**src/common/pitaya_pkg.sv**
```systemverilog
////////////////////////////////////////////////////////////
// widths, address map and register offsets shared by all
// blocks; offsets are relative to the start of a region
////////////////////////////////////////////////////////////

package pitaya_pkg;

  ////////////////////////////////////////////////////////////
  // data path
  ////////////////////////////////////////////////////////////

  localparam int sample_w = 14; // ADC and DAC sample width

  // neg-slope offset code <-> two's complement, keep msb and flip the rest
  localparam logic [sample_w-1:0] conv_mask = {1'b0, {(sample_w-1){1'b1}}};

  ////////////////////////////////////////////////////////////
  // APB and region map
  ////////////////////////////////////////////////////////////

  localparam int apb_addr_w = 32;
  localparam int apb_data_w = 32;

  localparam int region_lsb  = 20; // region field is paddr[22:20]
  localparam int region_msb  = 22;
  localparam int num_regions = 8;

  localparam int region_hk    = 0;
  localparam int region_scope = 1;

  // housekeeping, region 0
  localparam logic [apb_data_w-1:0] hk_id_value = 32'h5250_544B; // "RPTK"

  localparam logic [region_lsb-1:0] off_id    = 20'h0_0000;
  localparam logic [region_lsb-1:0] off_loop  = 20'h0_0004;
  localparam logic [region_lsb-1:0] off_led   = 20'h0_0008;
  localparam logic [region_lsb-1:0] off_dac_a = 20'h0_000C;
  localparam logic [region_lsb-1:0] off_dac_b = 20'h0_0010;

  // scope, region 1
  localparam logic [region_lsb-1:0] off_ctrl     = 20'h0_0000;
  localparam logic [region_lsb-1:0] off_level    = 20'h0_0004;
  localparam logic [region_lsb-1:0] off_buf_base = 20'h1_0000; // one word per entry

  localparam int scope_depth = 256;
  localparam int scope_ptr_w = 8;

endpackage
```
**src/analog/dac_backend.sv**
```systemverilog
////////////////////////////////////////////////////////////
// signed levels to neg-slope offset code, one register stage
// reset value is level zero in DAC code, 0x1FFF
////////////////////////////////////////////////////////////

`timescale 1ns/1ns

module dac_backend (
  input  logic                                   adc_clk,
  input  logic                                   arst_n_i,
  input  logic signed [pitaya_pkg::sample_w-1:0] dac_lvl_a_i,
  input  logic signed [pitaya_pkg::sample_w-1:0] dac_lvl_b_i,
  output logic [pitaya_pkg::sample_w-1:0]        dac_dat_a_o,
  output logic [pitaya_pkg::sample_w-1:0]        dac_dat_b_o
);

  import pitaya_pkg::*;

  // output registers, same flip as on the ADC side
  always_ff @(posedge adc_clk or negedge arst_n_i)
  begin
    if (!arst_n_i)
    begin
      dac_dat_a_o <= conv_mask; // mid scale
      dac_dat_b_o <= conv_mask;
    end
    else
    begin
      dac_dat_a_o <= dac_lvl_a_i ^ conv_mask;
      dac_dat_b_o <= dac_lvl_b_i ^ conv_mask;
    end
  end

endmodule

```
**config.mk**
```make
export PLATFORM = sky130hd
export DESIGN_NAME = dac_backend
export DESIGN_NICKNAME = d
export VERILOG_FILES = /design/src/common/pitaya_pkg.sv /design/src/analog/dac_backend.sv
export SDC_FILE = /design/constraint.sdc
export NUM_CORES = 1
export LEC_CHECK = 0
export BUFFER_PORTS_ARGS = -buffer_cell sky130_fd_sc_hd__buf_2
export CAP_MARGIN = 20
export CORE_UTILIZATION = 38
export CTS_BUF_LIST = sky130_fd_sc_hd__clkbuf_8
export CTS_CLUSTER_SIZE = 8
export DETAILED_ROUTE_END_ITERATION = 6
export PLACE_DENSITY = 0.84
export SLEW_MARGIN = 20
export SYNTH_ARGS = -nofsm -noshare
export SYNTH_HDL_FRONTEND = slang
export SYNTH_SLANG_ARGS = --single-unit
export TNS_END_PERCENT = 20
```
**constraint.sdc**
```tcl
create_clock -name adc_clk -period 1.2 [get_ports adc_clk]
set_input_delay 0.18 -clock adc_clk [delete_from_list [all_inputs] [get_ports adc_clk]]
set_output_delay 0.18 -clock adc_clk [all_outputs]
set_load 0.01 [all_outputs]
```
Word-level counts from Yosys, hierarchy flattened
Cells that the tools add are included.
Operators by class
  equal/unequal tests: 0
  shifts and indexed selects: 0
  reductions and logical operators: 0
  divide/modulo/power cells: 0
  bitwise gates (word level): 2
  magnitude comparators: 0
  add/sub/neg operators: 0
  multipliers: 0
  multiplexer cells: 0
Operator list (number)
  inverter 13 bit: 2
Word-level totals
  input port bits: 30
  ROM bits: 0
  bits in latches: 0
  register bits after elaboration: 28
  logic and storage cells: 4
  memories kept: 0
  bits in writable memories: 0
  output and inout port bits: 28

Depth between registers and ports, before layout
  word-level depth: 1
  gate-level depth with buffers: 1
  mapped depth without buffers: 1

Worst setup path after synthesis
OpenSTA, ideal clock, no wires.
  path type: reg-to-output
  from: reg dac_dat_a_o[0] (netlist bit)
  to: out dac_dat_a_o[0] (netlist bit)
  data arrival time: 0.520 ns
  stages on the path, launching flop included: 1
  path buffers: 0
  required time: 1.020 ns
  setup slack: 0.500 ns
  path through: dfstp_2
RTL lines
  start: declaration: line dac_backend.sv:13  | output logic [pitaya_pkg::sample_w-1:0] dac_dat_a_o,
  start signal: assignment: line dac_backend.sv:24  | dac_dat_a_o <= conv_mask;
  start signal: assignment: line dac_backend.sv:29  | dac_dat_a_o <= dac_lvl_a_i ^ conv_mask;
No word-level cell between the ends.

Worst setup path after layout
  from: reg dac_dat_b_o[9] (netlist bit)
  to: out dac_dat_b_o[9] (netlist bit)
RTL lines
  start: declaration: line dac_backend.sv:14  | output logic [pitaya_pkg::sample_w-1:0] dac_dat_b_o
  start signal: assignment: line dac_backend.sv:25  | dac_dat_b_o <= conv_mask;
  start signal: assignment: line dac_backend.sv:30  | dac_dat_b_o <= dac_lvl_b_i ^ conv_mask;
No word-level cell between the ends.

==> metrics.txt <==
I/O pins=58; distinct cell type count after synthesis=3; CP peak stage delay=between 0.5 and 0.6 ns; RSZ-0062 raised after global routing=false; most frequent cells in the layout=buf_2, inv_1, dfstp_2; # Max-Cap Violations=0; first-pass GRT wire length=between 2 and 2.5 mm; Seq/Total Area, Yosys=about nine tenths; Global Route Usage Sum=~12%; initial drt markers=1; Post-Syn Nets=between 80 and 90; hold_ws=roughly 0.016 ns; Initial Util=between 40% and 50%; area delta synth->final=45.0%; final setup fails=0; Core Area=about 0.002 sq mm; DRC=0; global route total overflow=0; worst ir drop on vdd=0.979 mV; Placed Area=between 0.001 and 0.0015 sq mm; syn avg cell area=approximately 15 sq um; Root Buffer=clkbuf_8; fill cell count=~190; Slew @ Worst Pin=~0.57 ns; critical path startpoint category=register; Worst path slowest cell=dfstp_2; Die Y=between 40 and 50 um; Resized Gates After CTS=0; DR vias/cell=between 3 and 4; Multi-input gate area=0 sq um; DP Cell Count=between 100 and 150; Clock Sinks=28; critical path cell sequence=buf_2; post-route antenna net violation count=0; Slew HR=62.3%; Synth top area share=82.2%; Finished Cell Area=between 0.001 and 0.0015 sq mm; cts bufs inserted=3; Clock transition at path regs=about 0.080 ns; Port Buf Inserts=between 50 and 60; Tmin final=1.09 ns; DR WL/cell=9.27 um; non-filler cells, final=between 100 and 150; number of global-route vias before repair=roughly 530; CP Data Arrival Time=0.91 ns; mapped cell area=approximately 830 sq um; initial antenna violation count=0; crit path buf inv count=1; largest fanout on the critical path=1; Hold/Removal Path Class=in -> reg; Syn. warnings=0; drt total wl=roughly 1.3 mm; most common cell after layout, fill and taps aside=buf_2; # hold bufs at CTS=1; #FFs+latches synth=28; setup repair bufs after CTS=0; Lkg Pwr=about 0.7 nW; crit path kind=reg -> out; die area=about 0.0024 sq mm; leading post-synthesis cells by cell area=dfstp_2, inv_1, dfrtp_1; setup TNS=0 ns; final hold vios=0; Worst EP required=1.02 ns; final worst path period share=roughly nine tenths; layout cells sized above 1=between 70% and 80%; Die X=about 50 um; status=finished, final reports clean; Final Worst Setup Slack=roughly 0.11 ns; Top Family by Delay on Critical Path=flip-flops; Placer Congestion=0.648; dpl hpwl=1.09 mm; Cells after Synth=54; H-tree depth=1; # rows=16; fmax=921 MHz; PwrDens=~1400 mW/mm^2; dpl ws=roughly 0.4 ns; multi-input gates=0; count of pins over their slew limit=0; routed vias=between 500 and 600; largest net degree at the start of global routing=29; # diodes=0; Final #Nets=about 150; Initial DRT Pass Iterations=2; Synth area leader=dfstp_2; TritonCTS clock tree=built; nature of the critical path endpoint=primary output; CTS max path bufs=2
cell usage after synthesis:
cell / number
dfrtp_1: 2
dfstp_2: 26
inv_1: 26
stage by stage:
step           power, mW  util, %
3_5_place_dp        1.21     57.4
6_report            1.66     60.2
2_1_floorplan       1.10        -
4_1_cts             1.69     60.2
5_1_grt             1.74     60.2
3_3_place_gp        1.20     57.4
registers in the layout, indices dropped and copies added, names as in the netlist:
signal	flops
dac_dat_b_o	14
dac_dat_a_o	14
report_power, final:
group          leakage (nW)  switching (mW)  internal, mW
Sequential            0.297          0.0111          1.03
Combinational         0.367          0.0811        0.0732
Clock                0.0269           0.239         0.228
Total                 0.691           0.332          1.33
final timing paths:
kind	start	endpoint	slack, ns	cells past startpoint
max	dac_dat_b_o[9]$_DFF_PN1_	dac_dat_b_o[9]	0.11	1
min	dac_lvl_a_i[10]	dac_dat_a_o[10]$_DFF_PN1_	0.02	2
max in group asynchronous	arst_n_i	dac_dat_a_o[6]$_DFF_PN1_	0.38	2
min in group asynchronous	arst_n_i	dac_dat_a_o[13]$_DFF_PN0_	0.44	2
per-layer routing:
metal  global-route usage, %  part of all wire (%)  routed length (um)
met5                       0                     0                   0
met4                    4.41                     0                   0
met3                    2.83                   8.4                 112
met1                    11.3                    32                 429
met2                    24.5                    59                 784
kinds of logic (layout without fill, tap and decap cells):
kind of cell / after synthesis / after routing / synth area share [%]
buffers and inverters: 26 / 88 / 11.7
flip-flops: 28 / 28 / 88.3
final cells by class:
| cell class | count | area [sq um] | area share, % |
|---|---|---|---|
| clock buffer | 3 | 41.3 | 3.43 |
| inverter | 26 | 97.6 | 8.10 |
| timing repair buffer | 58 | 295 | 24.5 |
| clock inverter | 1 | 3.75 | 0.312 |
| tap | 27 | 33.8 | 2.80 |
| sequential | 28 | 733 | 60.9 |
(Power assumes the default switching activity.)
