**config.mk**
```make
export PLATFORM = sky130hd
export DESIGN_NAME = adc_frontend
export DESIGN_NICKNAME = d
export VERILOG_FILES = /design/src/common/pitaya_pkg.sv /design/src/analog/adc_frontend.sv
export SDC_FILE = /design/constraint.sdc
export NUM_CORES = 1
export LEC_CHECK = 0
export BUFFER_PORTS_ARGS = -buffer_cell sky130_fd_sc_hd__buf_4
export CAP_MARGIN = 20
export CORE_MARGIN = 4
export CORE_UTILIZATION = 41
export DETAILED_ROUTE_END_ITERATION = 8
export PLACE_DENSITY_LB_ADDON = 0.2
export SLEW_MARGIN = 10
export SYNTH_ARGS = -nofsm -noshare
export SYNTH_HDL_FRONTEND = slang
export SYNTH_SLANG_ARGS = --single-unit
```
**constraint.sdc**
```tcl
create_clock -name adc_clk -period 1.7 [get_ports adc_clk]
set_input_delay 0.17 -clock adc_clk [delete_from_list [all_inputs] [get_ports adc_clk]]
set_output_delay 0.17 -clock adc_clk [all_outputs]
set_load 0.05 [all_outputs]
```
**src/common/pitaya_pkg.sv**
```systemverilog
////////////////////////////////////////////////////////////
// widths, address map and register offsets shared by all
// blocks; offsets are relative to the start of a region
////////////////////////////////////////////////////////////

package pitaya_pkg;

  ////////////////////////////////////////////////////////////
  // data path
  ////////////////////////////////////////////////////////////

  localparam int sample_w = 14; // ADC and DAC sample width

  // neg-slope offset code <-> two's complement, keep msb and flip the rest
  localparam logic [sample_w-1:0] conv_mask = {1'b0, {(sample_w-1){1'b1}}};

  ////////////////////////////////////////////////////////////
  // APB and region map
  ////////////////////////////////////////////////////////////

  localparam int apb_addr_w = 32;
  localparam int apb_data_w = 32;

  localparam int region_lsb  = 20; // region field is paddr[22:20]
  localparam int region_msb  = 22;
  localparam int num_regions = 8;

  localparam int region_hk    = 0;
  localparam int region_scope = 1;

  // housekeeping, region 0
  localparam logic [apb_data_w-1:0] hk_id_value = 32'h5250_544B; // "RPTK"

  localparam logic [region_lsb-1:0] off_id    = 20'h0_0000;
  localparam logic [region_lsb-1:0] off_loop  = 20'h0_0004;
  localparam logic [region_lsb-1:0] off_led   = 20'h0_0008;
  localparam logic [region_lsb-1:0] off_dac_a = 20'h0_000C;
  localparam logic [region_lsb-1:0] off_dac_b = 20'h0_0010;

  // scope, region 1
  localparam logic [region_lsb-1:0] off_ctrl     = 20'h0_0000;
  localparam logic [region_lsb-1:0] off_level    = 20'h0_0004;
  localparam logic [region_lsb-1:0] off_buf_base = 20'h1_0000; // one word per entry

  localparam int scope_depth = 256;
  localparam int scope_ptr_w = 8;

endpackage
```
**src/analog/adc_frontend.sv**
```systemverilog
////////////////////////////////////////////////////////////
// raw ADC words registered once, then made two's complement
// loopback bypasses the register, level appears at once
////////////////////////////////////////////////////////////

`timescale 1ns/1ns

module adc_frontend (
  input  logic                                   adc_clk,
  input  logic                                   arst_n_i,
  input  logic [pitaya_pkg::sample_w-1:0]        adc_dat_a_i,
  input  logic [pitaya_pkg::sample_w-1:0]        adc_dat_b_i,
  input  logic                                   dig_loop_i,
  input  logic signed [pitaya_pkg::sample_w-1:0] dac_lvl_a_i,
  input  logic signed [pitaya_pkg::sample_w-1:0] dac_lvl_b_i,
  output logic signed [pitaya_pkg::sample_w-1:0] adc_a_o,
  output logic signed [pitaya_pkg::sample_w-1:0] adc_b_o
);

  import pitaya_pkg::*;

  logic [sample_w-1:0] adc_raw_a, adc_raw_b; // input registers, offset code

  // input capture, ideally packed into the IO cells
  always_ff @(posedge adc_clk or negedge arst_n_i)
  begin
    if (!arst_n_i)
    begin
      adc_raw_a <= '0;
      adc_raw_b <= '0;
    end
    else
    begin
      adc_raw_a <= adc_dat_a_i;
      adc_raw_b <= adc_dat_b_i;
    end
  end

  // neg-slope offset to signed, msb kept, lower 13 bits flipped
  assign adc_a_o = dig_loop_i ? dac_lvl_a_i : $signed(adc_raw_a ^ conv_mask);
  assign adc_b_o = dig_loop_i ? dac_lvl_b_i : $signed(adc_raw_b ^ conv_mask);

endmodule

```
**After elaboration in Yosys (flattened, before gate mapping)**

Cells that the tools add are included.

- Register bits after elaboration: 28
- Bits of input ports: 59
- Output and inout bits: 28
- Word-level logic and storage cells: 6

- Multiplexer cells: 2
- Bitwise logic cells: 2

Operators with widths:

| kind | number |
|---|---|
| 14-bit two-way mux | 2 |
| 13-bit NOT | 2 |

**Logic depth before layout (Yosys ltp)**

- Depth after elaboration: 2
- Mapped depth: 4
- Depth with buffers taken out: 2

**Least setup slack after synthesis**

OpenSTA, ideal clock, no wires.

- Path kind: reg-to-output
- From: register adc_raw_a[12]
- To: output adc_a_o[12] in the netlist's numbering
- Data arrival time: 1.426 ns
- Required time: 1.530 ns
- Setup slack: 0.104 ns
- Stages on the path, launching flop included: 2
- Buffers on the path: 0
- Cell sequence: dfrtp_1 o21ai_0

- Cells in the longest elaborated chain, start to end: 2

RTL lines:

| element | line | source |
|---|---|---|
| start: declaration | adc_frontend.sv:22 | `logic [sample_w-1:0] adc_raw_a, adc_raw_b;` |
| start signal: assignment | adc_frontend.sv:34 | `adc_raw_a <= adc_dat_a_i;` |
| 13-bit NOT (no line) | -- |  |
| 14-bit two-way mux | adc_frontend.sv:40 | `assign adc_a_o = dig_loop_i ? dac_lvl_a_i : $signed(adc_raw_a ^ conv_mask);` |
| end: declaration | adc_frontend.sv:16 | `output logic signed [pitaya_pkg::sample_w-1:0] adc_a_o,` |

Every way passes these cells.

**Final worst setup path**

- From: register adc_raw_b[13]
- To: output adc_b_o[13] in the netlist's numbering

- Cells in the longest elaborated chain, start to end: 1

RTL lines:

| element | line | source |
|---|---|---|
| start: declaration | adc_frontend.sv:22 |  |
| start signal: assignment | adc_frontend.sv:35 | `adc_raw_b <= adc_dat_b_i;` |
| 14-bit two-way mux | adc_frontend.sv:41 | `assign adc_b_o = dig_loop_i ? dac_lvl_b_i : $signed(adc_raw_b ^ conv_mask);` |
| end: declaration | adc_frontend.sv:17 | `output logic signed [pitaya_pkg::sample_w-1:0] adc_b_o` |

Every way passes these cells.

==> impl_metrics.toml <==
[pwr]
netSwitchingFraction = 0.321
clkPwrFrac = 0.167
power_density_nw_per_um2 = 727
max-vdd-ir-drop_v = 0.000681
power_frac_comb = 0.355
power.net_switching_w = 0.000479
p_int_w = 0.00101
cellLeakagePower_nw = 1.02
seqPwrFrac = 0.478

[cts]
cts.sinks = 28
cts_tree = "done"
hold_buffers = 29
cts_inserted_buffers = 3
post_cts_buffers = 0
clockRootBuffer = "clkbuf_4"
clk_pin_slew_ns = 0.13
clock_path_buffers = 2
h-tree-depth = 1
ctsResizeCount = 0

[finish]
area_growth_pct = 86.1
fillers = 168
stdcell_count = 231
drive_above_1_share = 0.557
nNetsFinal = 262
utilization = 0.813
n_antenna_cell = 0

[grt]
antenna_found_initial = 0
grt_pass1_vias = 1076
grt_overflow = 0
grt_pass1_wl_mm = 4.67
grt_max_degree = 30
grt_usage = 0.179

[logic_synthesis]
ys_types = 7
syn_avg_cell_area_sq_um = 12.5
syn-num-nets = 147
netlist_area_sq_um = 1100
synthCells = 88
ys_seq_area_frac = 0.636
yosysWarningCount = 0
synth-seq-cells = 28

[timing]
fin_crit_sh = 0.772
worstMarginPinSlew_ns = 0.339
setup_tns_ns = 0
hold_viol = 0
rsz0062_at_grt = "no"
timing.hold.ws_ns = 0.292
setup_violations = 0
max_freq_mhz = 762
slew_headroom = 0.774
period_minus_slack_ns = 1.31
report.final.slew_viol_count = 0

[floorplanning]
die_x_um = 59.8
start_util = 0.437
num_io_pins = 87
placement_rows = 18
die-area_sq_um = 3580
core_area_sq_um = 2520
die_h_um = 59.8

[drt]
ant_nets = 0
routedWlPerCell_um = 13.4
vias_per_cell = 4.48
drtIter0Drc = 47
drcViolationCount = 0
dr.pass1.iters = 4
drt-total-wl_mm = 3.09
via_count = 1035

[critical_path]
crit_fanout = 1
start_kind = "flip-flop"
critPathKind = "flip-flop to output pin"
cp-end-kind = "output pin"
critPathRequiredTime_ns = 1.53
cp.arrival_ns = 1.14
crit_path_start = "adc_raw_b[13]$_DFF_PN0_"

[outcome]
status = "finished clean"

[job]
timing.max_cap.violations = 0

[place]
placedCellCount = 199
routabilityCongestion = 0.695
dp_hpwl_mm = 2.13
port_buffers = 86

[min_path]
hold_path.class = "input port to asynchronous set/reset pin"
-- synth_stat cells --
library cell	number	area share
nand2_1	26	0.089
buf_6	6	0.061
o21ai_0	2	0.0091
mux2_4	2	0.027
o21ai_2	20	0.16
o21ai_1	4	0.018
dfrtp_1	28	0.64
-- cells by family (layout without fill, tap and decap cells) --
family	after synthesis	count (layout)	share of synthesized area
DFF	28	28	0.636
and+or+nand+nor	26	26	0.0886
AOI/OAI and AO/OA	26	26	0.186
buffers and inverters	6	119	0.0614
muxes	2	2	0.0273
-- power groups by stage --
stage                     clock network [W]  registers [W]  logic, W
after global placement                    0       0.000726  0.000466
after CTS                          0.000258       0.000713  0.000529
after floorplan                           0       0.000724  0.000280
after global routing               0.000286       0.000717  0.000558
final                              0.000248       0.000713  0.000529
after detailed placement                  0       0.000726  0.000474
-- worst max-delay path by stage --
stage	endpoint	slack (ns)
2_1_floorplan	adc_a_o[12]	0.10
3_3_place_gp	adc_b_o[9]	0.49
3_5_place_dp	adc_b_o[3]	0.46
4_1_cts	adc_b_o[13]	0.38
5_1_grt	adc_b_o[13]	0.34
6_report	adc_b_o[13]	0.39
-- registers in the layout, summed over array words and instances (netlist names) --
name       flops
adc_raw_a     14
adc_raw_b     14
-- layout make-up --
class                      count  area (sq um)  area share
timing repair buffer         116           956       0.466
sequential                    28           701       0.342
multi-input combinational     54           333       0.162
tap                           30          37.5      0.0183
clock buffer                   3          22.5      0.0110
-- metrics by stage --
stage / area (sq um) / worst slack, ns / total power, W
after floorplan: 1100 / 0.104 / 0.00100
after CTS: 2050 / 0.376 / 0.00150
after global placement: 1740 / 0.491 / 0.00119
after detailed placement: 1740 / 0.457 / 0.00120
after global routing: 2050 / 0.342 / 0.00156
final: 2050 / 0.387 / 0.00149
-- cell usage in the layout (no fill, tap or decap) --
master         Yosys  routed
clkbuf_4           0       3
o21ai_1            4       4
buf_4              0      86
dfrtp_1           28      28
nand2_1           26      26
mux2_4             2       2
o21ai_2           20      20
o21ai_0            2       2
dlygate4sd3_1      0      29
buf_12             0       1
-- metal layers --
| layer | track usage | up-vias | routed length [um] |
|---|---|---|---|
| met5 | 0 | - | 0 |
| met4 | 0.0570 | 0 | 45 |
| met3 | 0.0389 | 6 | 343 |
| met2 | 0.347 | 51 | 1680 |
| met1 | 0.188 | 458 | 1020 |
| li1 | - | 520 | - |
-- worst max-delay path, stage by stage (launching register included) --
cell     delay [ns]
dfrtp_1        0.38
mux2_4         0.27
buf_4          0.19
Note: power is estimated with default switching activity, not from simulation.
