--- src/common/pitaya_pkg.sv ---
////////////////////////////////////////////////////////////
// widths, address map and register offsets shared by all
// blocks; offsets are relative to the start of a region
////////////////////////////////////////////////////////////

package pitaya_pkg;

  ////////////////////////////////////////////////////////////
  // data path
  ////////////////////////////////////////////////////////////

  localparam int sample_w = 14; // ADC and DAC sample width

  // neg-slope offset code <-> two's complement, keep msb and flip the rest
  localparam logic [sample_w-1:0] conv_mask = {1'b0, {(sample_w-1){1'b1}}};

  ////////////////////////////////////////////////////////////
  // APB and region map
  ////////////////////////////////////////////////////////////

  localparam int apb_addr_w = 32;
  localparam int apb_data_w = 32;

  localparam int region_lsb  = 20; // region field is paddr[22:20]
  localparam int region_msb  = 22;
  localparam int num_regions = 8;

  localparam int region_hk    = 0;
  localparam int region_scope = 1;

  // housekeeping, region 0
  localparam logic [apb_data_w-1:0] hk_id_value = 32'h5250_544B; // "RPTK"

  localparam logic [region_lsb-1:0] off_id    = 20'h0_0000;
  localparam logic [region_lsb-1:0] off_loop  = 20'h0_0004;
  localparam logic [region_lsb-1:0] off_led   = 20'h0_0008;
  localparam logic [region_lsb-1:0] off_dac_a = 20'h0_000C;
  localparam logic [region_lsb-1:0] off_dac_b = 20'h0_0010;

  // scope, region 1
  localparam logic [region_lsb-1:0] off_ctrl     = 20'h0_0000;
  localparam logic [region_lsb-1:0] off_level    = 20'h0_0004;
  localparam logic [region_lsb-1:0] off_buf_base = 20'h1_0000; // one word per entry

  localparam int scope_depth = 256;
  localparam int scope_ptr_w = 8;

endpackage
--- src/verilog/apb_region_decoder.sv ---
////////////////////////////////////////////////////////////
// paddr[22:20] picks one of eight regions
// regions without a slave answer at once, zero data, no error
////////////////////////////////////////////////////////////

`timescale 1ns/1ns

module apb_region_decoder (
  input  logic [pitaya_pkg::apb_addr_w-1:0] paddr_i,
  input  logic                              psel_i,
  output logic                              hk_psel_o,
  output logic                              scope_psel_o,
  input  logic [pitaya_pkg::apb_data_w-1:0] hk_prdata_i,
  input  logic                              hk_pready_i,
  input  logic                              hk_pslverr_i,
  input  logic [pitaya_pkg::apb_data_w-1:0] scope_prdata_i,
  input  logic                              scope_pready_i,
  input  logic                              scope_pslverr_i,
  output logic [pitaya_pkg::apb_data_w-1:0] prdata_o,
  output logic                              pready_o,
  output logic                              pslverr_o
);

  import pitaya_pkg::*;

  logic [region_msb-region_lsb:0] region;     // region field
  logic [num_regions-1:0]         region_sel; // one-hot, only with psel

  assign region     = paddr_i[region_msb:region_lsb];
  assign region_sel = psel_i ? (num_regions'(1) << region) : '0;

  assign hk_psel_o    = region_sel[region_hk];
  assign scope_psel_o = region_sel[region_scope];

  // response mux, default is the empty slave
  always_comb
  begin
    prdata_o  = '0;
    pready_o  = 1'b1;
    pslverr_o = 1'b0;
    if (region_sel[region_hk])
    begin
      prdata_o  = hk_prdata_i;
      pready_o  = hk_pready_i;
      pslverr_o = hk_pslverr_i;
    end
    else if (region_sel[region_scope])
    begin
      prdata_o  = scope_prdata_i;
      pready_o  = scope_pready_i;  // stretched on buffer reads
      pslverr_o = scope_pslverr_i;
    end
  end

endmodule

--- config.mk ---
export PLATFORM = sky130hd
export DESIGN_NAME = apb_region_decoder
export DESIGN_NICKNAME = d
export VERILOG_FILES = /design/src/common/pitaya_pkg.sv /design/src/verilog/apb_region_decoder.sv
export SDC_FILE = /design/constraint.sdc
export NUM_CORES = 1
export LEC_CHECK = 0
export CAP_MARGIN = 15
export CORE_AREA = 2 2 53 55
export DETAILED_ROUTE_END_ITERATION = 12
export DIE_AREA = 0 0 55 57
export DONT_BUFFER_PORTS = 1
export PLACE_DENSITY = 0.41
export SLEW_MARGIN = 5
export SYNTH_ARGS = -nofsm -noshare
export SYNTH_HDL_FRONTEND = slang
export SYNTH_SLANG_ARGS = --single-unit
--- constraint.sdc ---
create_clock -name vclk -period 0.9
set_clock_uncertainty 0.05 [all_clocks]
set_input_delay 0 -clock vclk [all_inputs]
set_output_delay 0 -clock vclk [all_outputs]
set_load 0.02 [all_outputs]
Word level (Yosys, flattened, before mapping)
Cells that the tools add are included.
{"block": "totals", "output_inout_bits": 36, "regBits": 0, "wordCells": 8, "input_bits": 101}
{"block": "op_classes", "shift": 1, "mux": 7}
{"op": "2-to-1 mux 32 bit", "count": 2}
{"op": "2-to-1 mux 1 bit", "count": 4}
{"op": "<< shifter 1 x 3 -> 2 bit (first input constant)", "count": 1}
{"op": "2-to-1 mux 2 bit", "count": 1}

Depth between registers and ports, before layout
{"block": "depth", "depth_word": 4, "mapped_depth": 4, "mapped_depth_nobuf": 2}

Least setup slack after synthesis
OpenSTA, ideal clock, no wires.
{"block": "synth_path", "path_kind": "input to output", "startpoint": "input paddr_i[22] in the netlist's numbering", "endpoint": "output prdata_o[10] in the netlist's numbering", "n_path_buf": 2, "path_stages": 4, "required_time_ps": 850, "t_arrival_ps": 947, "slack_ps": -97, "path_cell_list": "or3b_1 -> buf_6 -> buf_6 -> nor2_1"}
{"block": "synth_between", "elab_chain_cells": 4}
{"element": "from (decl)", "line": "apb_region_decoder.sv:9", "text": "input logic [pitaya_pkg::apb_addr_w-1:0] paddr_i,"}
{"element": "<< shifter 1 x 3 -> 2 bit *", "line": "apb_region_decoder.sv:30", "text": "assign region_sel = psel_i ? (num_regions'(1) << region) : '0;"}
{"element": "2-to-1 mux 2 bit *", "line": "apb_region_decoder.sv:30"}
{"element": "2-to-1 mux 32 bit", "line": "apb_region_decoder.sv:47", "text": "else if (region_sel[region_scope])"}
{"element": "2-to-1 mux 32 bit *", "line": "apb_region_decoder.sv:41", "text": "if (region_sel[region_hk])"}
{"element": "to (decl)", "line": "apb_region_decoder.sv:19", "text": "output logic [pitaya_pkg::apb_data_w-1:0] prdata_o,"}
Mark *: on every way between the ends. The rest lies on a longest branch, timed or not.

Worst setup path after layout
{"block": "layout_path", "startpoint": "input paddr_i[22] in the netlist's numbering", "endpoint": "output prdata_o[2] in the netlist's numbering"}
Same word-level chain as after synthesis.

==> flow_summary.toml <==
[timing]
finalSetupViolations = 19
fmax_ghz = 1.084
tightestPinTransition_ps = 273.4
hold_viol = 0
setup_ws_ps = -22.18
slew_viol_final = 0
period_minus_slack_ps = 922.2
slew_headroom_pct = 81.26
min_period_over_period_pct = 102.5
rsz0062_at_grt = "yes"

[pwr]
peakVddDrop_mv = 0.1512
p_leak_nw = 0.3407
p_per_area_nw_per_um2 = 404.3

[drt]
viasPerCell = 5.168
drtAntennaViolNets = 0
firstDrtPassIters = 2
routed_wl_mm = 1.677
drt_iter0_markers = 3
num_vias = 584
drc_errors = 0
met1Wirelength_um = 478
route.top_layer_used = "met3"
wl_met2_um = 981
wl_per_cell_um = 14.84
wl_met3_um = 218

[worst_setup_path]
crit_slowest_cell = "or3b_4"
critPathMaxFanout = 17
crit_path_max_incr_delay_ps = 390
cp_top_family = "simple AND/OR/NAND/NOR gates"
worstSetupEndpointType = "output pin"
startpoint_type = "input pin"
worstPathRequired_ps = 850
crit_type = "input pin to output pin"
arrival_ps = 870
worst-path-buf-inv = 2
cp_cell_sequence = "or3b_4, buf_6, nor2_1, buf_4"

[hold_path]
hold_path.startpoint = "hk_pready_i"
min_to = "pready_o"
hold_path_class = "input pin to output pin"
hold-path-cell-count = 1

[final_layout]
n_sequential_cell = 0
seq_area_sq_um = 0
clockBufferCount = 0
drive_gt1_share_pct = 50.00
diodes = 0
areaGrowthSynthToFinish_pct = 51.90
nNetsFinal = 185
final_util_pct = 32.49
final_cells = 113

[global_route]
grt_max_degree = 37
first_global_vias = 508
overflow = 0
grt_usage_pct = 8.062
antenna_found_initial = 0
grt_pass1_wl_mm = 2.014

[die]
die_y_um = 57
io_pins = 137
fp.dieW_um = 55
start_util_pct = 21.39
rows = 19
core_area_sq_um = 2615
dieArea_sq_um = 3135

[synth]
post-synth-top-area-cell = "mux2i_1"
syn_nets = 181
synth_cell_types = 9
synth_seq_area_share_pct = 0
synth.top_cell.area_share_pct = 59.06
yosys-top-cells-area = "mux2i_1 (59%), nor2_1 (23%), buf_6 (8.1%), buf_4 (2.7%), buf_2 (1.8%)"
syn_area_sq_um = 559.3
yosysWarnings = 0
synthCells = 80
synth.avg_cell_area_sq_um = 6.991

[clock_tree]
cts_setup_buffers = 0

[placed_design]
routabilityCongestion = 0.6078
dp_cells = 111
dpl.hpwl_mm = 1.253
place.port_buffers = 0

[outcome]
status = "finished with violations"
violations = "setup timing"

[flow_run]
cap_viol_max_count = 0
==> placed cells by master, fill, tap and decap left out <==
cell type      Yosys  final
a211o_4            0      1
buf_4              2      5
mux2i_1           33     33
buf_6              4      2
nor2_1            35      5
inv_1              1      1
and2_1             1      1
or3b_4             0      1
dlygate4sd3_1      0      1
nor2_2             0      6
nor2_4             0     24
buf_12             0      1
clkbuf_16          0      1
==> worst max-delay path by stage <==
stage | cells past startpoint | endpoint | startpoint
after floorplan | 4 | prdata_o[10] | paddr_i[22]
after global placement | 4 | scope_psel_o | paddr_i[22]
after detailed placement | 4 | prdata_o[13] | paddr_i[22]
after CTS | 4 | prdata_o[13] | paddr_i[22]
after global routing | 4 | prdata_o[13] | paddr_i[22]
final | 4 | prdata_o[2] | paddr_i[22]
==> cell families after synthesis <==
| kind of cell | share of synthesized area (%) |
|---|---|
| AO/OA/AOI/OAI | 1.566 |
| buffers and inverters | 13.20 |
| AND/OR/NAND/NOR | 26.18 |
| multiplexers | 59.06 |
==> area by class of cell <==
| type | count | area, sq um |
|---|---|---|
| repair buffers | 10 | 115.1 |
| fillers | 278 | 1765 |
| inverters | 1 | 3.754 |
| well taps | 31 | 38.79 |
| multi-input cells | 71 | 691.9 |
==> synth_stat cells <==
cell and count:
a211o_1 1, and2_1 1, buf_2 2, buf_4 2
buf_6 4, inv_1 1, mux2i_1 33, nor2_1 35
or3b_1 1
==> power breakdown <==
| part | switching [mW] | total, mW | internal, mW |
|---|---|---|---|
| clock | 0 | 0 | 0 |
| sequential | 0 | 0 | 0 |
| combinational | 0.202 | 0.343 | 0.142 |
==> stage by stage <==
step | hold WS, ps | setup slack (ps) | area (sq um) | TNS [ps] | total power, mW
2_1_floorplan | 151.4 | -31.02 | 634.4 | -895.7 | 0.2840
3_3_place_gp | 3.423 | -175.6 | 675.6 | -4248 | 0.2653
3_5_place_dp | 2.968 | -199.9 | 675.6 | -4849 | 0.2712
4_1_cts | 90.29 | -22.76 | 779.5 | -182.9 | 0.3148
5_1_grt | 91.31 | -50.58 | 849.6 | -896.7 | 0.3679
6_report | 89.32 | -22.18 | 849.6 | -193.0 | 0.3434
==> repair_timing <==
| item | 4_1_cts | 5_1_grt |
|---|---|---|
| hold buffers | 1 | 0 |
| resized for setup | 19 | 9 |
| endpoints found under the setup margin | 36 | 30 |
| cloned | 0 | 1 |
| pin swaps | 13 | 5 |
| endpoints found under the hold margin | 1 | 0 |
==> layer usage <==
| metal | GRT usage (%) | vias up |
|---|---|---|
| li1 | - | 276 |
| met4 | 0 | 0 |
| met3 | 0 | 0 |
| met5 | 0 | - |
| met2 | 18.54 | 60 |
| met1 | 7.532 | 248 |
Note: power is estimated with default switching activity, not from simulation.
