<file path="src/common/pitaya_pkg.sv">
////////////////////////////////////////////////////////////
// widths, address map and register offsets shared by all
// blocks; offsets are relative to the start of a region
////////////////////////////////////////////////////////////

package pitaya_pkg;

  ////////////////////////////////////////////////////////////
  // data path
  ////////////////////////////////////////////////////////////

  localparam int sample_w = 14; // ADC and DAC sample width

  // neg-slope offset code <-> two's complement, keep msb and flip the rest
  localparam logic [sample_w-1:0] conv_mask = {1'b0, {(sample_w-1){1'b1}}};

  ////////////////////////////////////////////////////////////
  // APB and region map
  ////////////////////////////////////////////////////////////

  localparam int apb_addr_w = 32;
  localparam int apb_data_w = 32;

  localparam int region_lsb  = 20; // region field is paddr[22:20]
  localparam int region_msb  = 22;
  localparam int num_regions = 8;

  localparam int region_hk    = 0;
  localparam int region_scope = 1;

  // housekeeping, region 0
  localparam logic [apb_data_w-1:0] hk_id_value = 32'h5250_544B; // "RPTK"

  localparam logic [region_lsb-1:0] off_id    = 20'h0_0000;
  localparam logic [region_lsb-1:0] off_loop  = 20'h0_0004;
  localparam logic [region_lsb-1:0] off_led   = 20'h0_0008;
  localparam logic [region_lsb-1:0] off_dac_a = 20'h0_000C;
  localparam logic [region_lsb-1:0] off_dac_b = 20'h0_0010;

  // scope, region 1
  localparam logic [region_lsb-1:0] off_ctrl     = 20'h0_0000;
  localparam logic [region_lsb-1:0] off_level    = 20'h0_0004;
  localparam logic [region_lsb-1:0] off_buf_base = 20'h1_0000; // one word per entry

  localparam int scope_depth = 256;
  localparam int scope_ptr_w = 8;

endpackage
</file>
<file path="src/verilog/housekeeping.sv">
////////////////////////////////////////////////////////////
// region 0 registers, zero wait states
// unknown offsets complete with pslverr and change nothing
////////////////////////////////////////////////////////////

`timescale 1ns/1ns

module housekeeping (
  input  logic                                    adc_clk,
  input  logic                                    arst_n_i,
  input  logic                                    psel_i,
  input  logic                                    penable_i,
  input  logic                                    pwrite_i,
  input  logic [pitaya_pkg::region_lsb-1:0]       paddr_i,
  input  logic [pitaya_pkg::apb_data_w-1:0]       pwdata_i,
  output logic [pitaya_pkg::apb_data_w-1:0]       prdata_o,
  output logic                                    pready_o,
  output logic                                    pslverr_o,
  output logic                                    dig_loop_o,
  output logic [7:0]                              led_o,
  output logic signed [pitaya_pkg::sample_w-1:0]  dac_lvl_a_o,
  output logic signed [pitaya_pkg::sample_w-1:0]  dac_lvl_b_o
);

  import pitaya_pkg::*;

  logic access; // access phase
  logic wr_en;
  logic known;  // offset decodes to a register

  assign access   = psel_i & penable_i;
  assign wr_en    = access & pwrite_i;
  assign pready_o = 1'b1;                // never waits

  ////////////////////////////////////////////////////////////
  // register writes
  ////////////////////////////////////////////////////////////

  always_ff @(posedge adc_clk or negedge arst_n_i)
  begin
    if (!arst_n_i)
    begin
      dig_loop_o  <= 1'b0;
      led_o       <= '0;
      dac_lvl_a_o <= '0;
      dac_lvl_b_o <= '0;
    end
    else if (wr_en)
    begin
      case (paddr_i)
        off_loop:  dig_loop_o  <= pwdata_i[0];
        off_led:   led_o       <= pwdata_i[7:0];
        off_dac_a: dac_lvl_a_o <= pwdata_i[sample_w-1:0]; // upper bits dropped
        off_dac_b: dac_lvl_b_o <= pwdata_i[sample_w-1:0];
        default:   ;                                      // id is read only
      endcase
    end
  end

  ////////////////////////////////////////////////////////////
  // read back
  ////////////////////////////////////////////////////////////

  always_comb
  begin
    prdata_o = '0;
    known    = 1'b1;
    case (paddr_i)
      off_id:    prdata_o = hk_id_value;
      off_loop:  prdata_o[0] = dig_loop_o;
      off_led:   prdata_o[7:0] = led_o;
      off_dac_a: prdata_o = {{(apb_data_w-sample_w){dac_lvl_a_o[sample_w-1]}}, dac_lvl_a_o};
      off_dac_b: prdata_o = {{(apb_data_w-sample_w){dac_lvl_b_o[sample_w-1]}}, dac_lvl_b_o};
      default:   known = 1'b0;
    endcase
  end

  assign pslverr_o = access & ~known; // only in the access phase

endmodule

</file>
<file path="config.mk">
export PLATFORM = sky130hd
export DESIGN_NAME = housekeeping
export DESIGN_NICKNAME = d
export VERILOG_FILES = /design/src/common/pitaya_pkg.sv /design/src/verilog/housekeeping.sv
export SDC_FILE = /design/constraint.sdc
export NUM_CORES = 1
export LEC_CHECK = 0
export BUFFER_PORTS_ARGS = -buffer_cell sky130_fd_sc_hd__buf_2
export CORE_ASPECT_RATIO = 1.5
export CORE_MARGIN = 4
export CORE_UTILIZATION = 46
export DETAILED_ROUTE_END_ITERATION = 10
export GPL_TIMING_DRIVEN = 0
export PLACE_DENSITY = 0.88
export SYNTH_ARGS = -nofsm -noshare
export SYNTH_HDL_FRONTEND = slang
export SYNTH_SLANG_ARGS = --single-unit
</file>
<file path="constraint.sdc">
create_clock -name adc_clk -period 5.05 [get_ports adc_clk]
set_input_delay 0 -clock adc_clk [delete_from_list [all_inputs] [get_ports adc_clk]]
set_output_delay 0 -clock adc_clk [all_outputs]
set_load 0.02 [all_outputs]
</file>
# --- Yosys cells after proc, flatten, opt, wreduce, memory -nomap -nowiden ---
# Index checks and enable logic that the tools add are counted.
# Widths: inputs -> output; s select.
word_totals:
  regBits: 37
  inputBits: 57
  word_cells: 22
classes:
  n_eq_ne: 4
  muxes: 4
  bitwise: 4
  n_reduce_logical: 6
ops:
  columns: ["op", "count"]
  rows:
  - ["$pmux 24 s3", 1]
  - ["$eq 20x4->1 const B", 2]
  - ["$pmux 7 s4", 1]
  - ["$eq 20x3->1 const B", 1]
  - ["$eq 20x5->1 const B", 1]
  - ["$logic_not 20->1", 1]
  - ["$reduce_and 2->1", 4]
  - ["$pmux 1 s5", 1]
  - ["$reduce_or 5->1", 1]
  - ["$and 1x1->1", 3]
  - ["$mux 1", 1]
  - ["$not 1->1", 1]

# --- Longest topological paths before layout ---
logic_depth:
  word_depth: 5
  depth_mapped: 7

# --- Worst setup path after synthesis ---
# Ideal clock, no wire load.
synth_timing:
  path_kind: "input to output"
  start: "input port paddr_i[7] (netlist name)"
  end: "output port prdata_o[20] (netlist name)"
  t_arrival_ps: 2163
  setup_slack_ps: 2887
  path_stages: 6
  n_path_buf: 2
  cell_sequence: "nor4_1 nand4_2 or4_1 clkbuf_1 o22ai_1 buf_4"
synth_between:
  elab_chain_len: 2
synth_lines:
  columns: ["item", "line", "rtl"]
  rows:
  - ["start, declared", "housekeeping.sv:14", "input logic [pitaya_pkg::region_lsb-1:0] paddr_i,"]
  - ["$eq 20x5->1 (tied with other cells)", "housekeeping.sv:68", "case (paddr_i)"]
  - ["$pmux 24 s3 (*)", "housekeeping.sv:68", null]
  - ["end, declared", "housekeeping.sv:16", "output logic [pitaya_pkg::apb_data_w-1:0] prdata_o,"]
# Every way passes the cells marked *; elsewhere a longest branch is shown, timed or not.

# --- Worst setup path after layout ---
layout_timing:
  start: "input port paddr_i[7] (netlist name)"
  end: "output port prdata_o[21] (netlist name)"
# The elaborated chain is that of the path after synthesis.

==> impl_metrics.toml <==
[pwr]
ir_drop_uv = 203.7
internal-power_uw = 414.8
pwr-share-clk_pct = 35.7
seq_power_share_pct = 55.4
leakagePower_uw = 0.001639
power_per_cell_area_nw_per_um2 = 190.5
combPwrFrac_pct = 8.9
switchingPower_uw = 119.7
sw_frac_of_total_pct = 22.40

[die]
die_area_um2 = 5453
die_x_um = 61.65
fp.coreArea_um2 = 4209
io_pins = 128
rows = 29
die_y_um = 88.47
initial_core_util_pct = 47.18

[placement]
dpl.hpwl_um = 4071
io_buffer_count = 108
gp_congestion = 0.7377
dp_cells = 315

[sta]
slew_viol_final = 0
rsz0062_at_grt = "false"
max_clock_freq_ghz = 0.3720
hold_violations = 0
clock_skew_ns = 0
min_period_ns = 2.688
maxSlewHeadroom_pct = 31.41
holdWs_ns = 0.01518
worst_slew_pin_slew_ns = 1.026
min_period_over_period_pct = 53.23
setup_tns_ns = 0
setup_violations = 0

[global_route]
grt_usage_pct = 19.84
antenna_found_initial = 0
grt_pass1_vias = 1677
overflow = 0
grt_first_pass_wirelength_um = 7907
grt_max_degree = 38

[clock_network]
htree_levels = 2
cts_sinks = 37
clock_path_buffers = 2
cts_tree = "yes"
cts_root_buf = "clkbuf_8"
cts_resized = 0
ctsHoldBuffers = 14
post_cts_buffers = 0
cts_buffers = 5
clkLatencyLatePin_ns = 0.28
clkTransAtPathRegs_ns = 0.07

[finish]
diodes = 0
nNetsFinal = 347
final_cell_count_no_fill = 337
area_growth_pct = 41.34
drive_gt1_share_pct = 62.20

[yosys]
seq_area_frac_synth_pct = 46.63
ys_seq_elements = 37
synth_top_family_by_area = "multiplexers"
synth_fa_ha_area_share_pct = 0
avgSynthCellArea_um2 = 12.33
synth_edf_count = 0
synth_common_cells = "37 x dfrtp_1, 37 x mux2_2, 20 x buf_4"
yosysTopAreaCellShare_pct = 46.63
yosysWarnings = 0
yosys.area_share.simple_pct = 12.41
yosys.area.top_type = "dfrtp_1"
synthMuxAreaShare_pct = 25.02
synthXorXnorAreaFrac_pct = 0
synth-compound-area-share_pct = 6.994
synthCells = 161
netlist_area_um2 = 1986
synthesis.nets = 218
async_flop_share_pct = 100.0
yosys.cell_types.count = 32
synth_top_flop_cell = "dfrtp_1"
ys_top_cells_by_area = "dfrtp_1 47%, mux2_2 21%, buf_4 7.6%, mux2i_1 4.0%, nor2_1 2.3%"

[route]
firstDrtPassIters = 4
ant_nets = 0
post_drt_wl_per_cell_um = 16.28
drc_errors = 0
vias = 1782
viasPerCell = 5.288
wirelength_um = 5487
first_iter_violations = 56

[setup_path]
worstPathRequired_ns = 5.05
worstSetupPathType = "input pin to primary output"
cp_max_fo = 13
startpoint_type = "input pin"
cp-end-kind = "primary output"
arrival_ns = 2.69

[flow_run]
cap_violations = 0

[status]
outcome = "finished, final reports clean"

[hold_path]
worst_hold_path_type = "input pin to flop"
-- power by group through the flow --
stage / Combinational, uW / Clock, uW / Sequential (uW)
final: 47.6 / 191 / 296
after global routing: 52.6 / 210 / 296
after CTS: 47.5 / 197 / 296
after detailed placement: 38.9 / 0 / 302
after global placement: 38.1 / 0 / 302
after floorplan: 12.4 / 0 / 302
-- kinds of logic (layout without fill, tap and decap cells) --
kind of cell	after synthesis	in the layout
AOI/OAI and AO/OA	18	18
and+or+nand+nor	34	34
muxes	45	45
buffers and inverters	26	156
other	1	1
DFF	37	37
-- through the flow --
| step | util, % | setup slack (ns) | power (uW) | area (um2) |
|---|---|---|---|---|
| 3_5_place_dp | 61.39 | 2.305 | 340.8 | 2584 |
| 6_report | 66.68 | 2.362 | 534.5 | 2806 |
| 4_1_cts | 66.68 | 2.305 | 541.2 | 2806 |
| 2_1_floorplan | - | 2.887 | 314.4 | 1986 |
| 3_3_place_gp | 61.39 | 2.381 | 340.0 | 2584 |
| 5_1_grt | 66.68 | 2.103 | 558.5 | 2806 |
-- final cells by class --
cell class | count | area (um2)
multi-input cells | 98 | 885.9
fillers | 334 | 1403
well taps | 46 | 57.56
flip-flops and latches | 37 | 925.9
clock buffers | 6 | 72.57
inverters | 1 | 3.754
plain buffers | 25 | 170.2
repair buffers | 122 | 680.7
clock inverters | 2 | 10.01
-- path summary, 6_finish.rpt --
check	from	slack, ns	end	cells after the start
min	pwdata_i[0]	0.02	dac_lvl_a_o[0]	2
max reg2reg	dig_loop_o	4.26	dig_loop_o	1
max in group asynchronous	arst_n_i	4.18	dac_lvl_a_o[4]	2
min reg2reg	dac_lvl_b_o[5]	0.53	dac_lvl_b_o[5]	1
max	paddr_i[7]	2.36	prdata_o[21]	7
min in group asynchronous	arst_n_i	0.36	dac_lvl_b_o[8]	2
-- placed cells by master (no fill, tap or decap), types with 5 or more instances in the layout --
cell,instances
buf_2,109
nand2_1,6
dlygate4sd3_1,14
buf_4,20
mux2_2,37
o22ai_1,6
nor2_1,12
clkbuf_8,5
clkbuf_1,5
dfrtp_1,37
mux2i_1,8
-- critical path: stages --
cell	delay (ns)
buf_2	0.09
nor4_1	0.41
nand4_2	0.36
nor4b_2	0.96
a2bb2o_1	0.53
buf_4	0.18
buf_2	0.16
-- flip-flops by register name, indices dropped and copies added, names as in the netlist --
register / cells
dac_lvl_a_o: 14
dac_lvl_b_o: 14
led_o: 8
dig_loop_o: 1
-- layer usage --
layer | wire length [um] | vias up | GRT usage, %
met5 | 0 | - | 0
met4 | 212 | 0 | 10.04
met3 | 407 | 18 | 3.212
met2 | 3034 | 80 | 35.84
met1 | 1832 | 850 | 21.35
li1 | - | 834 | -
No activity file was read; power rests on OpenSTA's default activity.
